===== config.mk =====
export PLATFORM = sky130hd
export DESIGN_NAME = exec_core
export DESIGN_NICKNAME = d
export VERILOG_FILES = /design/src/hw/cpu_pkg.sv /design/src/hw/alu_exec.sv /design/src/hw/exec_core.sv /design/src/hw/id_exe.sv /design/src/hw/inst_decode.sv /design/src/hw/reg_file.sv
export SDC_FILE = /design/constraint.sdc
export NUM_CORES = 1
export LEC_CHECK = 0
export BUFFER_PORTS_ARGS = -buffer_cell sky130_fd_sc_hd__clkbuf_2
export CORE_MARGIN = 5
export CORE_UTILIZATION = 40
export CTS_CLUSTER_DIAMETER = 150
export DETAILED_ROUTE_END_ITERATION = 12
export RECOVER_POWER = 25
export SLEW_MARGIN = 20
export SYNTH_ARGS = -nofsm -noshare
export SYNTH_HDL_FRONTEND = slang
export SYNTH_SLANG_ARGS = --single-unit

===== constraint.sdc =====
create_clock -name clk -period 9.8 [get_ports clk]
set_clock_uncertainty 0.05 [all_clocks]
set_input_delay 2.94 -clock clk [delete_from_list [all_inputs] [get_ports clk]]
set_output_delay 2.94 -clock clk [all_outputs]
set_load 0.02 [all_outputs]

===== src/hw/cpu_pkg.sv =====
package cpu_pkg;

	//////////////////////////////////////////////////////////////////////
	// Major opcodes, bits [15:11]

	localparam logic [4:0] OP_ADDIU = 5'b01001;
	localparam logic [4:0] OP_LI    = 5'b01101;
	localparam logic [4:0] OP_RRR   = 5'b11100; // ADDU, SUBU
	localparam logic [4:0] OP_ALU2  = 5'b11101; // AND, OR
	localparam logic [4:0] OP_SLL   = 5'b00110;
	localparam logic [4:0] OP_MOVE  = 5'b01111;
	localparam logic [4:0] OP_LW    = 5'b10011;
	localparam logic [4:0] OP_SW    = 5'b11011;
	localparam logic [4:0] OP_NOP   = 5'b00001;

	// Minor codes
	localparam logic [1:0] FN_ADDU = 2'b01; // funct field
	localparam logic [1:0] FN_SUBU = 2'b11;
	localparam logic [1:0] FN_SLL  = 2'b00;
	localparam logic [4:0] FN_AND  = 5'b01100; // Low five bits, rz and funct
	localparam logic [4:0] FN_OR   = 5'b01101;

	localparam logic [15:0] NOP_WORD = 16'h0800;

	//////////////////////////////////////////////////////////////////////
	// Instruction word views

	typedef struct packed {
		logic [4:0] opcode;
		logic [2:0] rx;
		logic [7:0] imm8;
	} i_fmt_t;

	typedef struct packed {
		logic [4:0] opcode;
		logic [2:0] rx;
		logic [2:0] ry;
		logic [2:0] rz; // Also the SLL shift amount
		logic [1:0] funct;
	} r_fmt_t;

	typedef union packed {
		i_fmt_t i_fmt;
		r_fmt_t r_fmt;
	} instr_u;

	typedef enum logic [2:0] {
		ALU_ADD,
		ALU_SUB,
		ALU_AND,
		ALU_OR,
		ALU_SLL,
		ALU_PASS
	} alu_op_e;

endpackage


===== src/hw/alu_exec.sv =====
`timescale 1ns/1ns

module alu_exec (
	input  logic             clk,
	input  logic             flush,
	input  logic [15:0]      op1,
	input  logic [15:0]      op2,
	input  cpu_pkg::alu_op_e alu_op,
	input  logic [15:0]      mem_write_value,
	input  logic             ex_mem_read,
	input  logic             ex_mem_write,
	input  logic             ex_reg_write,
	input  logic             ex_valid,
	input  logic [2:0]       ex_reg_addr,
	output logic [15:0]      result,
	output logic [15:0]      store_value,
	output logic             result_valid,
	output logic             reg_write,
	output logic             mem_read,
	output logic             mem_write,
	output logic [2:0]       dest,
	output logic             wr_en,
	output logic [2:0]       wr_addr,
	output logic [15:0]      wr_data
);
	import cpu_pkg::*;

	logic [15:0] alu_y;

	always_comb begin
		case (alu_op)
			ALU_ADD:  alu_y = op1 + op2; // Wraps at 16 bits
			ALU_SUB:  alu_y = op1 - op2;
			ALU_AND:  alu_y = op1 & op2;
			ALU_OR:   alu_y = op1 | op2;
			ALU_SLL:  alu_y = op1 << op2[3:0]; // Shift of 1 to 8
			default:  alu_y = op1; // PASS
		endcase
	end

	// Write-back lands on the same edge as the result register
	assign wr_en   = ex_reg_write & ex_valid;
	assign wr_addr = ex_reg_addr;
	assign wr_data = alu_y;

	always_ff @(posedge clk or posedge flush) begin
		if (flush) begin
			result_valid <= 1'b0;
			reg_write    <= 1'b0;
			mem_read     <= 1'b0;
			mem_write    <= 1'b0;
		end else begin
			result_valid <= ex_valid; // Single pulse
			if (ex_valid) begin
				reg_write <= ex_reg_write;
				mem_read  <= ex_mem_read;
				mem_write <= ex_mem_write;
			end
		end
	end

	always_ff @(posedge clk) begin
		if (ex_valid) begin
			result      <= alu_y;
			dest        <= ex_reg_addr;
			store_value <= mem_write_value;
		end
	end

endmodule


===== src/hw/exec_core.sv =====
`timescale 1ns/1ns

module exec_core (
	input  logic        clk,
	input  logic        flush,
	input  logic        req,
	input  logic [15:0] instr,
	output logic        ack,
	output logic [15:0] result,
	output logic        result_valid,
	output logic [2:0]  dest,
	output logic        reg_write,
	output logic        mem_read,
	output logic        mem_write,
	output logic [15:0] store_value
);
	import cpu_pkg::*;

	logic [2:0]  ra1;
	logic [2:0]  ra2;
	logic [15:0] rd1;
	logic [15:0] rd2;
	instr_u      opn;
	logic [15:0] read_value1;
	logic [15:0] read_value2;
	logic        dec_mem_read;
	logic        dec_mem_write;
	logic        dec_reg_write;
	logic        dec_valid;
	logic [2:0]  dec_reg_addr;

	logic [15:0] op1;
	logic [15:0] op2;
	logic [15:0] mem_write_value;
	alu_op_e     alu_op;
	logic        ex_mem_read;
	logic        ex_mem_write;
	logic        ex_reg_write;
	logic        ex_valid;
	logic [2:0]  ex_reg_addr;

	logic        wr_en;
	logic [2:0]  wr_addr;
	logic [15:0] wr_data;

	//////////////////////////////////////////////////////////////////////
	// Decode, register file, ID/EX and execute

	inst_decode inst_decode_inst (
		.clk         (clk),
		.flush       (flush),
		.req         (req),
		.instr       (instr),
		.ack         (ack),
		.ra1         (ra1),
		.ra2         (ra2),
		.rd1         (rd1),
		.rd2         (rd2),
		.opn         (opn),
		.read_value1 (read_value1),
		.read_value2 (read_value2),
		.mem_read    (dec_mem_read),
		.mem_write   (dec_mem_write),
		.reg_write   (dec_reg_write),
		.valid       (dec_valid),
		.reg_addr    (dec_reg_addr)
	);

	reg_file reg_file_inst (
		.clk     (clk),
		.flush   (flush),
		.ra1     (ra1),
		.ra2     (ra2),
		.wr_addr (wr_addr),
		.wr_en   (wr_en),
		.wr_data (wr_data),
		.rd1     (rd1),
		.rd2     (rd2)
	);

	id_exe id_exe_inst (
		.clk             (clk),
		.flush           (flush),
		.opn             (opn),
		.read_value1     (read_value1),
		.read_value2     (read_value2),
		.mem_read        (dec_mem_read),
		.mem_write       (dec_mem_write),
		.reg_write       (dec_reg_write),
		.valid           (dec_valid),
		.reg_addr        (dec_reg_addr),
		.op1             (op1),
		.op2             (op2),
		.mem_write_value (mem_write_value),
		.alu_op          (alu_op),
		.mem_read_out    (ex_mem_read),
		.mem_write_out   (ex_mem_write),
		.reg_write_out   (ex_reg_write),
		.valid_out       (ex_valid),
		.reg_addr_out    (ex_reg_addr)
	);

	alu_exec alu_exec_inst (
		.clk             (clk),
		.flush           (flush),
		.op1             (op1),
		.op2             (op2),
		.alu_op          (alu_op),
		.mem_write_value (mem_write_value),
		.ex_mem_read     (ex_mem_read),
		.ex_mem_write    (ex_mem_write),
		.ex_reg_write    (ex_reg_write),
		.ex_valid        (ex_valid),
		.ex_reg_addr     (ex_reg_addr),
		.result          (result),
		.store_value     (store_value),
		.result_valid    (result_valid),
		.reg_write       (reg_write),
		.mem_read        (mem_read),
		.mem_write       (mem_write),
		.dest            (dest),
		.wr_en           (wr_en),
		.wr_addr         (wr_addr),
		.wr_data         (wr_data)
	);

endmodule


===== src/hw/id_exe.sv =====
`timescale 1ns/1ns

module id_exe (
	input  logic             clk,
	input  logic             flush,
	input  cpu_pkg::instr_u  opn,
	input  logic [15:0]      read_value1,
	input  logic [15:0]      read_value2,
	input  logic             mem_read,
	input  logic             mem_write,
	input  logic             reg_write,
	input  logic             valid,
	input  logic [2:0]       reg_addr,
	output logic [15:0]      op1,
	output logic [15:0]      op2,
	output logic [15:0]      mem_write_value,
	output cpu_pkg::alu_op_e alu_op,
	output logic             mem_read_out,
	output logic             mem_write_out,
	output logic             reg_write_out,
	output logic             valid_out,
	output logic [2:0]       reg_addr_out
);
	import cpu_pkg::*;

	instr_u      opn_q; // ID/EX instruction word
	logic [15:0] imm_sext;
	logic [15:0] imm_zext;
	logic [15:0] shamt;

	assign imm_sext = {{8{opn.i_fmt.imm8[7]}}, opn.i_fmt.imm8};
	assign imm_zext = {8'h00, opn.i_fmt.imm8};
	assign shamt    = (opn.r_fmt.rz == 3'd0) ? 16'd8 : {13'd0, opn.r_fmt.rz}; // 0 encodes 8

	//////////////////////////////////////////////////////////////////////
	// Pipeline register and operand selection

	always_ff @(posedge clk or posedge flush) begin
		if (flush) begin
			opn_q           <= NOP_WORD;
			op1             <= 16'h0000;
			op2             <= 16'h0000;
			mem_write_value <= 16'h0000;
			mem_read_out    <= 1'b0;
			mem_write_out   <= 1'b0;
			reg_write_out   <= 1'b0;
			valid_out       <= 1'b0;
			reg_addr_out    <= 3'd0;
		end else begin
			opn_q           <= opn;
			mem_read_out    <= mem_read;
			mem_write_out   <= mem_write;
			reg_write_out   <= reg_write;
			valid_out       <= valid;
			reg_addr_out    <= reg_addr;
			op1             <= 16'h0000;
			op2             <= 16'h0000;
			mem_write_value <= 16'h0000;
			case (opn.i_fmt.opcode)
				OP_ADDIU, OP_LW: begin
					op1 <= read_value1;
					op2 <= imm_sext;
				end
				OP_SW: begin
					op1             <= read_value1; // Base plus offset
					op2             <= imm_sext;
					mem_write_value <= read_value2;
				end
				OP_LI:  op1 <= imm_zext;
				OP_RRR, OP_ALU2: begin
					op1 <= read_value1;
					op2 <= read_value2;
				end
				OP_SLL: begin
					op1 <= read_value2; // ry is shifted
					op2 <= shamt;
				end
				OP_MOVE: op1 <= read_value2;
				default: ; // NOP and unknown keep zero operands
			endcase
		end
	end

	// ALU function follows the latched word
	always_comb begin
		alu_op = ALU_PASS;
		case (opn_q.r_fmt.opcode)
			OP_ADDIU, OP_LW, OP_SW: alu_op = ALU_ADD;
			OP_RRR: begin
				if (opn_q.r_fmt.funct == FN_ADDU)
					alu_op = ALU_ADD;
				else if (opn_q.r_fmt.funct == FN_SUBU)
					alu_op = ALU_SUB;
			end
			OP_ALU2: begin
				if ({opn_q.r_fmt.rz, opn_q.r_fmt.funct} == FN_AND)
					alu_op = ALU_AND;
				else if ({opn_q.r_fmt.rz, opn_q.r_fmt.funct} == FN_OR)
					alu_op = ALU_OR;
			end
			OP_SLL:  if (opn_q.r_fmt.funct == FN_SLL) alu_op = ALU_SLL;
			default: ;
		endcase
	end

endmodule


===== src/hw/inst_decode.sv =====
`timescale 1ns/1ns

module inst_decode (
	input  logic            clk,
	input  logic            flush,
	input  logic            req,
	input  logic [15:0]     instr,
	output logic            ack,
	output logic [2:0]      ra1,
	output logic [2:0]      ra2,
	input  logic [15:0]     rd1,
	input  logic [15:0]     rd2,
	output cpu_pkg::instr_u opn,
	output logic [15:0]     read_value1,
	output logic [15:0]     read_value2,
	output logic            mem_read,
	output logic            mem_write,
	output logic            reg_write,
	output logic            valid,
	output logic [2:0]      reg_addr
);
	import cpu_pkg::*;

	logic accept;

	assign accept = req & ~ack; // The edge E

	//////////////////////////////////////////////////////////////////////
	// Four-phase handshake and instruction register

	always_ff @(posedge clk or posedge flush) begin
		if (flush) begin
			ack   <= 1'b0;
			valid <= 1'b0;
			opn   <= NOP_WORD;
		end else begin
			valid <= accept; // One-cycle pulse
			if (accept) begin
				ack <= 1'b1;
				opn <= instr;
			end else if (!req) begin
				ack <= 1'b0; // Return to idle
			end
		end
	end

	// Register port addresses
	always_comb begin
		ra1 = opn.i_fmt.rx; // Base or first source
		ra2 = opn.r_fmt.ry; // ry also carries the SW store data
		case (opn.i_fmt.opcode)
			OP_ADDIU, OP_LI, OP_LW: ra2 = 3'd0; // Second port unused
			default: ;
		endcase
	end

	assign read_value1 = rd1;
	assign read_value2 = rd2;

	// Control decode, unknown opcodes raise nothing
	always_comb begin
		mem_read  = 1'b0;
		mem_write = 1'b0;
		reg_write = 1'b0;
		reg_addr  = opn.r_fmt.rx;
		case (opn.r_fmt.opcode)
			OP_ADDIU, OP_LI: reg_write = 1'b1;
			OP_RRR: begin
				reg_write = (opn.r_fmt.funct == FN_ADDU) || (opn.r_fmt.funct == FN_SUBU);
				reg_addr  = opn.r_fmt.rz; // Three-register form
			end
			OP_ALU2: reg_write = ({opn.r_fmt.rz, opn.r_fmt.funct} == FN_AND) ||
				({opn.r_fmt.rz, opn.r_fmt.funct} == FN_OR);
			OP_SLL:  reg_write = (opn.r_fmt.funct == FN_SLL);
			OP_MOVE: reg_write = ({opn.r_fmt.rz, opn.r_fmt.funct} == 5'b00000);
			OP_LW:   mem_read  = 1'b1; // Address only
			OP_SW:   mem_write = 1'b1;
			default: ;
		endcase
	end

endmodule


===== src/hw/reg_file.sv =====
`timescale 1ns/1ns

module reg_file (
	input  logic        clk,
	input  logic        flush,
	input  logic [2:0]  ra1,
	input  logic [2:0]  ra2,
	input  logic [2:0]  wr_addr,
	input  logic        wr_en,
	input  logic [15:0] wr_data,
	output logic [15:0] rd1,
	output logic [15:0] rd2
);

	logic [15:0] regs [8]; // R0..R7, no hardwired zero

	always_ff @(posedge clk or posedge flush) begin
		if (flush) begin
			for (int i = 0; i < 8; i++) begin
				regs[i] <= 16'h0000;
			end
		end else if (wr_en) begin
			regs[wr_addr] <= wr_data;
		end
	end

	// Reads are combinational
	assign rd1 = regs[ra1];
	assign rd2 = regs[ra2];

endmodule


; ---- Word-level counts from Yosys, hierarchy flattened
; Index checks and enable logic that the tools add are counted.
[op_classes]
bitwise_logic = 8
reduce_logical = 15
n_eq_ne = 27
n_lt_le_gt_ge = 4
div_mod_pow = 0
n_addsub = 2
muxes = 27
n_shift = 1
multipliers = 0
[op_table]
columns = operator, n
row1 = bitwise mux 128 bit, 1
row2 = binary-select mux 16 bit (select 3 bit), 2
row3 = 2-to-1 mux 16 bit, 6
row4 = case mux 16 bit (3 select lines), 2
row5 = case mux 16 bit (5 select lines), 1
row6 = demux 16 bit (select 3 bit), 1
row7 = "equality test 5 x 4 -> 1 bit, second input constant", 8
row8 = "equality test 5 bit, second input constant", 8
row9 = 2-to-1 mux 3 bit, 6
row10 = adder 16 bit, 1
row11 = bitwise AND 16 bit, 1
row12 = OR 16 bit, 1
row13 = left shift 16 x 4 -> 16 bit, 1
row14 = subtractor 16 bit, 1
row15 = "greater-or-equal comparator 4 bit, second input constant", 3
row16 = inverter 3 -> 4 bit, 3
row17 = case mux 3 bit (4 select lines), 1
row18 = "equality test 5 x 3 -> 1 bit, second input constant", 2
row19 = OR reduction 3 bit, 3
row20 = "equality test 3 x 2 -> 1 bit, second input constant", 2
row21 = logical NOT 3 bit, 2
row22 = OR reduction 2 bit, 3
row23 = logical NOT 5 bit, 1
row24 = 2-to-1 mux 1 bit, 5
row25 = 14 further kinds, 19
[totals]
mem_bits_ro = 0
latch_bits = 0
input_bits = 19
ram_bits = 0
n_memories = 0
reg_bits = 256

; ---- Depth between registers and ports, before layout
; Gate-level depths: netlist of the first run.
[depth]
depth_word = 8
ltp_mapped = 17
depth_no_buf = 15

; ---- Cells and area by module
; A second synthesis of the first run with hierarchy kept.
[hier_totals]
cells_unflattened = 1045
area_unflattened_um2 = 14164.8
[modules_own_cells]
columns = mod, cells_per_inst, instances, area_each_um2, seq_area_each_um2
row1 = reg_file, 396, 1, 7081.8, 3203.1
row2 = alu_exec, 366, 1, 3513.4, 1151.1
row3 = id_exe, 184, 1, 2447.3, 1627.8
row4 = inst_decode, 99, 1, 1122.3, 451.7

; ---- Least setup slack after synthesis of the first run
; No wires, ideal clock.
[synth_timing]
path_type = input to register
from = input req
to = register inst_decode_inst.opn[0] (netlist bit)
t_required_ps = 9625
setup_time_ps = 125
slack_ps = 5573
arrival_time_ps = 4052
path_stages = 4
path_cell_list = nor2b_1 > clkbuf_1 > buf_1 > mux2_2
[synth_between]
elab_chain_len = 1
[synth_rtl]
columns = item, line_no
row1 = from (decl), exec_core.sv:6  ; input logic req,
row2 = bitwise AND 1 bit, inst_decode.sv:26  ; assign accept = req & ~ack;
row3 = via inst_decode_inst.accept, inst_decode.sv:24  ; logic accept;
row4 = to (signal assigned), inst_decode.sv:40  ; opn <= instr;
row5 = to (decl), inst_decode.sv:13  ; output cpu_pkg::instr_u opn,
; The timed path passes the listed nets, and every way through them passes these cells.
; A chain may end at the register's enable or synchronous reset.

==> results of run 1 <==
## placed cells by master (no fill, tap or decap), types with 30 or more instances in the layout
master,n
mux4_2,62
nor2_1,60
clkbuf_2,58
o21ai_0,92
edfxtp_1,35
nand2_1,106
mux2i_1,34
dfrtp_1,212
mux2_2,89
clkbuf_16,30
## Yosys cell counts, types with 11 or more instances
cell      instances
inv_1            19
nand2b_1         12
nor2_1           60
a211oi_1         11
o21ai_0          92
o21ai_1          12
o22ai_1          22
a21oi_1          22
ha_1             19
nand3_1          14
nor3_1           16
clkbuf_1         44
mux4_2           62
mux2_2           89
o211ai_1         14
dfrtp_1         213
or3_1            16
nand2_1         108
mux2i_1          34
edfxtp_1         35
## where the power goes
group / total (uW) / switching [uW] / internal, uW
logic: 712 / 432 / 280
clock network: 1140 / 440 / 702
registers: 1210 / 83.9 / 1120
total: 3060 / 956 / 2100
## cell families (layout without fill, tap and decap cells)
| logic type | Yosys count | count (layout) | share of synthesized area |
|---|---|---|---|
| compound gates | 259 | 259 | 0.135 |
| xor+xnor | 20 | 20 | 0.0132 |
| fa+ha+maj | 30 | 30 | 0.0270 |
| buf+inv | 87 | 154 | 0.0267 |
| flops | 250 | 250 | 0.485 |
| mux | 185 | 185 | 0.206 |
| other cells | 0 | 1 | 0 |
| simple gates | 287 | 287 | 0.107 |
## metal layers
metal / routed length (um) / global-route usage / up-vias
met3: 2300 / 0.0298 / 61
met4: 964 / 0.0543 / 0
met1: 16100 / 0.284 / 4844
met2: 17400 / 0.327 / 341
li1: - / - / 4327
met5: 0 / 0 / -
## stage by stage
| stage | setup WS, ps | total power, uW | cells |
|---|---|---|---|
| global placement | 4950 | 1920 | 1572 |
| global route | 3710 | 3200 | 1627 |
| finish | 4350 | 3060 | 1628 |
| detailed placement | 4920 | 1930 | 1572 |
| floorplan | 934 | 1730 | 1118 |
| CTS | 5020 | 3080 | 1626 |
## path summary, 6_finish.rpt
kind,endpoint,depth (start not counted)
setup / recovery,id_exe_inst.op2[13]$_DFF_PP0_,3
hold / removal,id_exe_inst.valid_out$_DFF_PP0_,0
setup reg to reg,reg_file_inst.regs[74]$_DFFE_PP0P_,14
hold reg to reg,id_exe_inst.valid_out$_DFF_PP0_,0
max in group clk,reg_file_inst.regs[74]$_DFFE_PP0P_,14
min in group asynchronous,alu_exec_inst.result_valid$_DFF_PP0_,2
## area by class of cell
class / instances / area share
antenna: 1 / 0.000166
clock buffer: 45 / 0.0589
clock inverter: 9 / 0.00881
inverter: 20 / 0.00507
multi-input combinational: 781 / 0.432
sequential: 250 / 0.427
tap: 442 / 0.0367
timing repair buffer: 80 / 0.0313
## worst max-delay path, delay by kind of cell
kind                   cells  cell delay (ps)
buffers and inverters      3             2920
## registers in the layout (all words and copies together) (netlist names), 10 cells and up
| signal | cells |
|---|---|
| id_exe_inst.op2 | 16 |
| id_exe_inst.mem_write_value | 16 |
| alu_exec_inst.result | 16 |
| reg_file_inst.regs | 128 |
| alu_exec_inst.store_value | 16 |
| id_exe_inst.op1 | 16 |
| inst_decode_inst.opn | 16 |
| id_exe_inst.opn_q | 10 |
==> impl_metrics.ini, run 1 <==
[clocking]
cts_resized = 0
htreeDepth = 1
cts_tree = done
cts.clk_slew.worst_paths_ps = 60
clkLatencyLatePin_ps = 550
ctsLongestPathBuffers = 3
cts_setup_buffers = 0
cts_root_buf = clkbuf_16
cts_sinks = 250
cts_hold_buffers = 0
numCtsBuffers = 29

[synthesis]
yosysSeqAreaShare = 0.485
yosysTopAreaCell = dfrtp_1
syn_inst = 1118
synth_top_area_share = 0.401
yosys-top-cells-area = dfrtp_1 40%, mux4_2 11%, edfxtp_1 7.9%
synth.distinct_cells = 98
ys_ff_latch = 250
syn_area_um2 = 13300
yosysWarnings = 0
synth_nets = 1157
async_reset_ff_frac = 0.860
synth-edff-count = 35
syn_avg_cell_area_um2 = 11.9
ys.flop_type = dfrtp_1

[route]
vias = 9573
drt-pass1-iter-count = 5
viasPerCell = 5.88
ant_nets = 0
drt-total-wl_um = 36800
wl_per_cell_um = 22.6
drc = 0
drtIter0Drc = 899

[floorplan]
ioPinCount = 59
fp-row-count = 66
fp.dieW_um = 192
core-area_um2 = 32600
start_util = 0.407
dieArea_um2 = 36900
die_h_um = 192

[cells_and_area]
fin_util = 0.462
seqCellArea_um2 = 6430
drive_gt1_frac = 0.262
multi_input_area_um2 = 6500
nNetsFinal = 1201
areaGrowthSynthToFinish_pct = 13.4
final_cell_area_um2 = 15100
fillers = 2973

[sta]
worst_pin_slew_ps = 3310
slew_headroom = -1.22
fin_setup_tns_ps = 0
rsz0062_at_grt = no
fin_crit_ps = 5450
slew_violations = 110
timing.hold.ws_ps = 307
fmax_ghz = 0.184
hold_violations = 0
period_share = 0.556
setup_viol = 0

[critical_path]
start_kind = primary input
r2r_setup_slack_ps = 4970
cp-end-kind = asynchronous set/reset pin
cp_max_fo = 77
critPathKind = in2async
crit_required_ps = 10290
path_cells = clkbuf_2 > clkinvlp_2 > buf_4
crit_start = flush
cpMaxStageDelayCell = clkinvlp_2
max_stage_delay_ps = 1840
arrival_ps = 5940
r2r-start = id_exe_inst.opn_q[11]$_DFF_PP1_

[place]
post-dp-hpwl_um = 24600
gp_congestion = 0.903
placed_area_um2 = 14000
portBuffers = 58

[run]
maxCapViolations = 2

[run_status]
status = finished with violations
violations = capacitance limit, slew limit

[power_and_ir_drop]
peakVddDrop_v = 0.000113
p_leak_uw = 0.00651
power.density_nw_per_um2 = 203

[global_route]
grt-ovfl-total = 0
grt_pass1_wl_um = 57500
grt_max_degree = 140
antenna_found_initial = 1
grt_pass1_vias = 9679
grtUsageTotal = 0.201

[hold_path]
holdCritPathClass = reg2reg
hold_start = inst_decode_inst.valid$_DFF_PP0_
Power figures use the tool's default switching activity.
==> run 2, diff against run 1 <==
--- a/config.mk
+++ b/config.mk
@@ -5,6 +5,7 @@
 export SDC_FILE = /design/constraint.sdc
 export NUM_CORES = 1
 export LEC_CHECK = 0
+export ABC_AREA = 1
 export BUFFER_PORTS_ARGS = -buffer_cell sky130_fd_sc_hd__clkbuf_2
 export CORE_MARGIN = 5
 export CORE_UTILIZATION = 40
==> constraint.sdc (replaced) <==
create_clock -name clk -period 4.9 [get_ports clk]
set_clock_uncertainty 0.05 [all_clocks]
set_input_delay 1.47 -clock clk [delete_from_list [all_inputs] [get_ports clk]]
set_output_delay 1.47 -clock clk [all_outputs]
set_load 0.02 [all_outputs]
==> impl_metrics.ini, run 2 <==
[critical_path]
crit_start = id_exe_inst.opn_q[11]$_DFF_PP1_
cp-end-kind = register
endpoint = alu_exec_inst.result[10]$_DFFE_PP_
start_kind = register
r2r_setup_slack_ps = 800
cp_max_fo = 17
critPathKind = reg2reg
reg2reg_depth = 21
r2r-end = alu_exec_inst.result[10]$_DFFE_PP_
r2r-start = id_exe_inst.opn_q[11]$_DFF_PP1_
arrival_ps = 4370
crit_required_ps = 5170

[run]
maxCapViolations = 2

[synthesis]
synth_nets = 1821
syn_area_um2 = 13900
yosysWarnings = 0
yosysTopAreaCell = dfrtp_1
syn_avg_cell_area_um2 = 7.79
synth_commonest_cells = 508 x nand2_1, 241 x o21ai_0, 213 x dfrtp_1
ys_ff_latch = 250
synth-edff-count = 35
synth_top_area_share = 0.384
ys.flop_type = dfrtp_1
yosysMostFrequentCell = nand2_1
syn_inst = 1782
synth.distinct_cells = 62
async_reset_ff_frac = 0.860
yosysSeqAreaShare = 0.463
yosys-top-cells-area = dfrtp_1 38%, nand2_1 14%, o21ai_0 8.7%

[global_route]
met3_usage = 0.0335
grt-ovfl-total = 0
grt_busiest_layer = met2
gr-usage-met2 = 0.383
met1_usage = 0.314
grtUsageTotal = 0.233
grt_pass1_vias = 12200
grt_max_degree = 174
grt_pass1_wl_um = 70800
antenna_found_initial = 0

[cells_and_area]
layout_common_cells = 509 x nand2_1, 241 x o21ai_0, 211 x dfrtp_1
areaGrowthSynthToFinish_pct = 11.7
largest_reg_flops = 128
drive_gt1_frac = 0.102
regMostFlops = reg_file_inst.regs
nNetsFinal = 1855
n_antenna_cell = 0
final_common_cell = nand2_1
fillers = 3433

[power_and_ir_drop]
p_leak_uw = 0.00713
peakVddDrop_v = 0.000247
power.density_nw_per_um2 = 402

[sta]
fin_setup_tns_ps = 0
fmax_ghz = 0.244
period_share = 0.837
hold_violations = 0
slew_violations = 217
setup_viol = 0
fin_crit_ps = 4100
worst_pin_slew_ps = 2510
worst_slack_ps = 800
slew_headroom = -0.676
rsz0062_at_grt = no

[clocking]
cts_tree = done
clkLatencyLatePin_ps = 570
numCtsBuffers = 29
cts_setup_buffers = 0
htreeDepth = 1
cts_hold_buffers = 0
cts.clk_slew.worst_paths_ps = 60
cts_sinks = 250
cts_root_buf = clkbuf_16
cts_resized = 0
ctsLongestPathBuffers = 3

[route]
drt-pass1-iter-count = 9
viasPerCell = 5.56
ant_nets = 0
drc = 0
drt-total-wl_um = 46200
vias = 12700
wl_per_cell_um = 20.2
drtIter0Drc = 1330

[floorplan]
core-area_um2 = 34400
dieArea_um2 = 38600
die_h_um = 196
fp.dieW_um = 196
fp-row-count = 68
start_util = 0.404
ioPinCount = 59

[place]
gp_congestion = 0.946
post-dp-hpwl_um = 31100
portBuffers = 58
post-place-ws_ps = 859

[hold_path]
holdCritPathClass = reg2reg

[run_status]
violations = capacitance limit, slew limit
status = finished with violations
-- run 2: cell count changes after synthesis, moves of 16 or more --
cell,delta
or3_1,-16
o21ai_1,+24
o22ai_1,-18
o211ai_1,+31
nand3_1,+86
mux2i_1,-31
a21oi_1,+31
nand2_1,+400
o21ai_0,+149
mux4_2,-62
mux2_2,-87
inv_1,+143
nor2_1,+49
-- run 2: metal layers --
metal | share of wire | routed length, um
met5 | 0 | 0
met4 | 0.043 | 1980
met3 | 0.066 | 3040
met2 | 0.47 | 21800
met1 | 0.42 | 19400
-- run 2: final cells by class --
cell class	instances	area, um2	area share
multi-input cells	1269	6420	0.414
inverters	179	678	0.0437
clock inverters	4	52.6	0.00339
well taps	455	569	0.0367
flip-flops and latches	250	6440	0.415
repair buffers	87	515	0.0332
clock buffers	48	847	0.0546
-- run 2: cell families (layout without fill, tap and decap cells) --
logic type                 count (synthesis)  in the layout  share of synthesized area
AOI/OAI and AO/OA                        435            435                      0.182
xor gates and xnor gates                  19             19                     0.0120
adders and majority gates                 20             20                     0.0186
buffers and inverters                    263            318                     0.0764
DFF                                      250            250                      0.463
muxes                                      5              5                    0.00378
and+or+nand+nor                          790            790                      0.244
-- run 2: where the power goes --
| group | internal [uW] | switching [uW] | total [uW] |
|---|---|---|---|
| Clock | 1220 | 854 | 2080 |
| Sequential | 2260 | 138 | 2400 |
| Combinational | 511 | 1250 | 1760 |
| Total | 4000 | 2240 | 6240 |
-- run 2: critical path, cell delays in order (launching register included) --
cell	delay, ps
dfstp_2	540
inv_1	60
nand3_1	60
nor2_1	60
clkinv_1	50
nand2_2	60
nor2_4	200
nand4_2	440
nor2_1	220
a21oi_1	100
fa_1	420
nand2_1	100
nand2_1	50
o21ai_0	150
inv_1	100
nand2_1	70
nand3_1	130
a21oi_1	230
nand2_1	80
nand3_1	80
nand3_1	310
and2_1	270
-- run 2: through the flow --
stage	power [uW]	util	hold slack [ps]	cells	instance area [um2]
after floorplan	3620	-	281	1782	13900
after global placement	4160	0.426	282	2240	14600
after detailed placement	4160	0.426	285	2240	14600
after CTS	6240	0.452	299	2292	15500
after global routing	6530	0.451	307	2292	15500
final	6240	0.451	298	2292	15500
-- run 2: worst min path at each step --
| stage | start | endpoint | slack [ps] | depth (start not counted) |
|---|---|---|---|---|
| after floorplan | inst_decode_inst.valid$_DFF_PP0_ | id_exe_inst.valid_out$_DFF_PP0_ | 280 | 0 |
| after global placement | inst_decode_inst.valid$_DFF_PP0_ | id_exe_inst.valid_out$_DFF_PP0_ | 280 | 0 |
| after detailed placement | inst_decode_inst.valid$_DFF_PP0_ | id_exe_inst.valid_out$_DFF_PP0_ | 280 | 0 |
| after CTS | inst_decode_inst.valid$_DFF_PP0_ | id_exe_inst.valid_out$_DFF_PP0_ | 300 | 0 |
| after global routing | inst_decode_inst.valid$_DFF_PP0_ | id_exe_inst.valid_out$_DFF_PP0_ | 310 | 0 |
| final | inst_decode_inst.valid$_DFF_PP0_ | id_exe_inst.valid_out$_DFF_PP0_ | 300 | 0 |
==> run 3, diff against run 2 <==
--- a/config.mk
+++ b/config.mk
@@ -5,7 +5,7 @@
 export SDC_FILE = /design/constraint.sdc
 export NUM_CORES = 1
 export LEC_CHECK = 0
-export ABC_AREA = 1
+export ABC_AREA = 0
 export BUFFER_PORTS_ARGS = -buffer_cell sky130_fd_sc_hd__clkbuf_2
 export CORE_MARGIN = 5
 export CORE_UTILIZATION = 40
==> constraint.sdc (replaced) <==
create_clock -name clk -period 3.4 [get_ports clk]
set_clock_uncertainty 0.05 [all_clocks]
set_input_delay 1.02 -clock clk [delete_from_list [all_inputs] [get_ports clk]]
set_output_delay 1.02 -clock clk [all_outputs]
set_load 0.02 [all_outputs]
==> impl_metrics.ini, run 3 (synthesized netlist as in run 1, its figures left out) <==
[run_status]
status = finished with violations
violations = capacitance limit, slew limit, setup timing

[critical_path]
start_kind = register
r2r-start = id_exe_inst.opn_q[11]$_DFF_PP1_
cp_max_fo = 10
crit_required_ps = 3820
path_cells = and4bb_1 > a211o_1 > and3_4 > nor2_4 > buf_4 > a21oi_1 > xnor2_1 > ha_1 > o21a_1 > o31a_1 > o21ai_4 > a21bo_2 > or4_4 > a41oi_2 > buf_6 > mux2_2
critPathKind = reg2reg
r2r_setup_slack_ps = -400
max_stage_delay_ps = 570
arrival_ps = 4220
cp-end-kind = register
r2r-end = reg_file_inst.regs[13]$_DFFE_PP0P_
reg2reg_depth = 16
cpMaxStageDelayCell = dfstp_2

[sta]
hold_violations = 0
worst_slack_ps = -399
fin_setup_tns_ps = -31840
slew_violations = 110
timing.hold.ws_ps = 301
period_share = 1.12
worst_pin_slew_ps = 1780
fmax_ghz = 0.263
slew_headroom = -0.189
fin_crit_ps = 3800
rsz0062_at_grt = yes
setup_viol = 126

[hold_path]
holdCritPathClass = reg2reg
holdPathStages = 0
hold_start = inst_decode_inst.valid$_DFF_PP0_
min_to = id_exe_inst.valid_out$_DFF_PP0_

[floorplan]
ioPinCount = 59
fp-row-count = 66
dieArea_um2 = 36900
die_h_um = 192
core-area_um2 = 32600
start_util = 0.407
fp.dieW_um = 192

[clocking]
cts.clk_slew.worst_paths_ps = 60
cts_root_buf = clkbuf_16
htreeDepth = 1
numCtsBuffers = 27
cts_hold_buffers = 0
ctsLongestPathBuffers = 3
cts_tree = done
cts_sinks = 250
clkLatencyLatePin_ps = 530

[cells_and_area]
regMostFlops = reg_file_inst.regs
fillers = 2784
areaGrowthSynthToFinish_pct = 26.9
multi_input_area_um2 = 7130
drive_gt1_frac = 0.387
largest_reg_flops = 128
layout_common_cells = 212 x dfrtp_1, 128 x buf_4, 104 x nand2_1
final_cell_area_um2 = 16800
nNetsFinal = 1333
seqCellArea_um2 = 6430
final_common_cell = dfrtp_1

[place]
gp_congestion = 0.906
post-dp-hpwl_um = 27300
portBuffers = 58
placed_area_um2 = 15100

[power_and_ir_drop]
p_leak_uw = 0.00737
peakVddDrop_v = 0.000375
power.density_nw_per_um2 = 598
combPwrFrac = 0.308
p_clk_frac = 0.348
swShare = 0.308
p_sw_uw = 3110
seqPwrFrac = 0.343
p_int_uw = 6970

[global_route]
grt_pass1_wl_um = 61600
grt-ovfl-total = 0
grt_pass1_vias = 10400
antenna_found_initial = 1
grtUsageTotal = 0.216
grt_max_degree = 79

[run]
maxCapViolations = 2

[route]
viasPerCell = 5.82
drc = 0
drt-total-wl_um = 39700
wl_per_cell_um = 22.6
drt-pass1-iter-count = 5
ant_nets = 0
vias = 10200
drtIter0Drc = 797
## run 3: changes by cell type in the layout (fill, tap and decap cells not counted), moves of 17 or more
cell      before  now
a21oi_1       53   16
buf_4         26  128
inv_1        161   15
mux2_2         2   66
mux2_4         0   23
mux2i_1        3   34
mux4_2         0   62
nand2_1      509  104
nand3_1      100   11
nor2_1       103   55
o211ai_1      45   14
o21ai_0      241   57
o22ai_1        4   21
## run 3: worst max path at each step
stage / slack, ps / startpoint / end / cells after the start
finish: -400 / id_exe_inst.opn_q[11]$_DFF_PP1_ / reg_file_inst.regs[13]$_DFFE_PP0P_ / 16
global route: -570 / id_exe_inst.opn_q[11]$_DFF_PP1_ / reg_file_inst.regs[29]$_DFFE_PP0P_ / 16
CTS: -380 / id_exe_inst.opn_q[11]$_DFF_PP1_ / reg_file_inst.regs[26]$_DFFE_PP0P_ / 14
detailed placement: -490 / id_exe_inst.opn_q[11]$_DFF_PP1_ / reg_file_inst.regs[110]$_DFFE_PP0P_ / 14
global placement: -410 / id_exe_inst.opn_q[11]$_DFF_PP1_ / reg_file_inst.regs[14]$_DFFE_PP0P_ / 14
floorplan: -470 / flush / alu_exec_inst.mem_read$_DFFE_PP0P_ / 1
## run 3: cell type report
cell class,count,share of cell area
inverter,20,0.00468
clock buffer,37,0.0484
timing repair buffer,209,0.0923
sequential,250,0.382
antenna,1,0.000149
clock inverter,12,0.0161
tap,442,0.0328
multi-input combinational,786,0.423
## run 3: worst max-delay path: cells and delay by family (launching register included)
kind / cells / cell delay, ps
compound gates: 7 / 1230
xor+xnor: 1 / 140
fa+ha+maj: 1 / 340
buf+inv: 2 / 300
flops: 1 / 570
mux: 1 / 150
simple gates: 4 / 950
## run 3: power by group through the flow
stage / sequential, uW / clock [uW] / combinational (uW)
after floorplan: 3440 / 0 / 1630
after global placement: 3510 / 0 / 2520
after detailed placement: 3510 / 0 / 2540
after CTS: 3460 / 3550 / 2950
after global routing: 3480 / 3670 / 3320
final: 3460 / 3510 / 3110
## run 3: per-stage QoR
step / power, uW / worst slack (ps) / utilization / instances
3_3_place_gp: 6030 / -413 / 0.462 / 1678
5_1_grt: 10500 / -573 / 0.516 / 1757
3_5_place_dp: 6050 / -490 / 0.462 / 1678
2_1_floorplan: 5070 / -467 / - / 1118
6_report: 10100 / -399 / 0.516 / 1757
4_1_cts: 9960 / -384 / 0.511 / 1747
## run 3: routing by layer
layer | up-vias | wire, um | global-route usage
li1 | 4601 | - | -
met1 | 5277 | 16700 | 0.288
met2 | 280 | 19800 | 0.373
met3 | 65 | 2240 | 0.0300
met4 | 0 | 905 | 0.0535
met5 | - | 0 | 0
## run 3: timing repair
item,in CTS,in global routing
endpoints found under the setup margin,118,126
gates cloned,5,1
pin swaps,23,11
buffers inserted,16,9
gates resized for setup,81,32
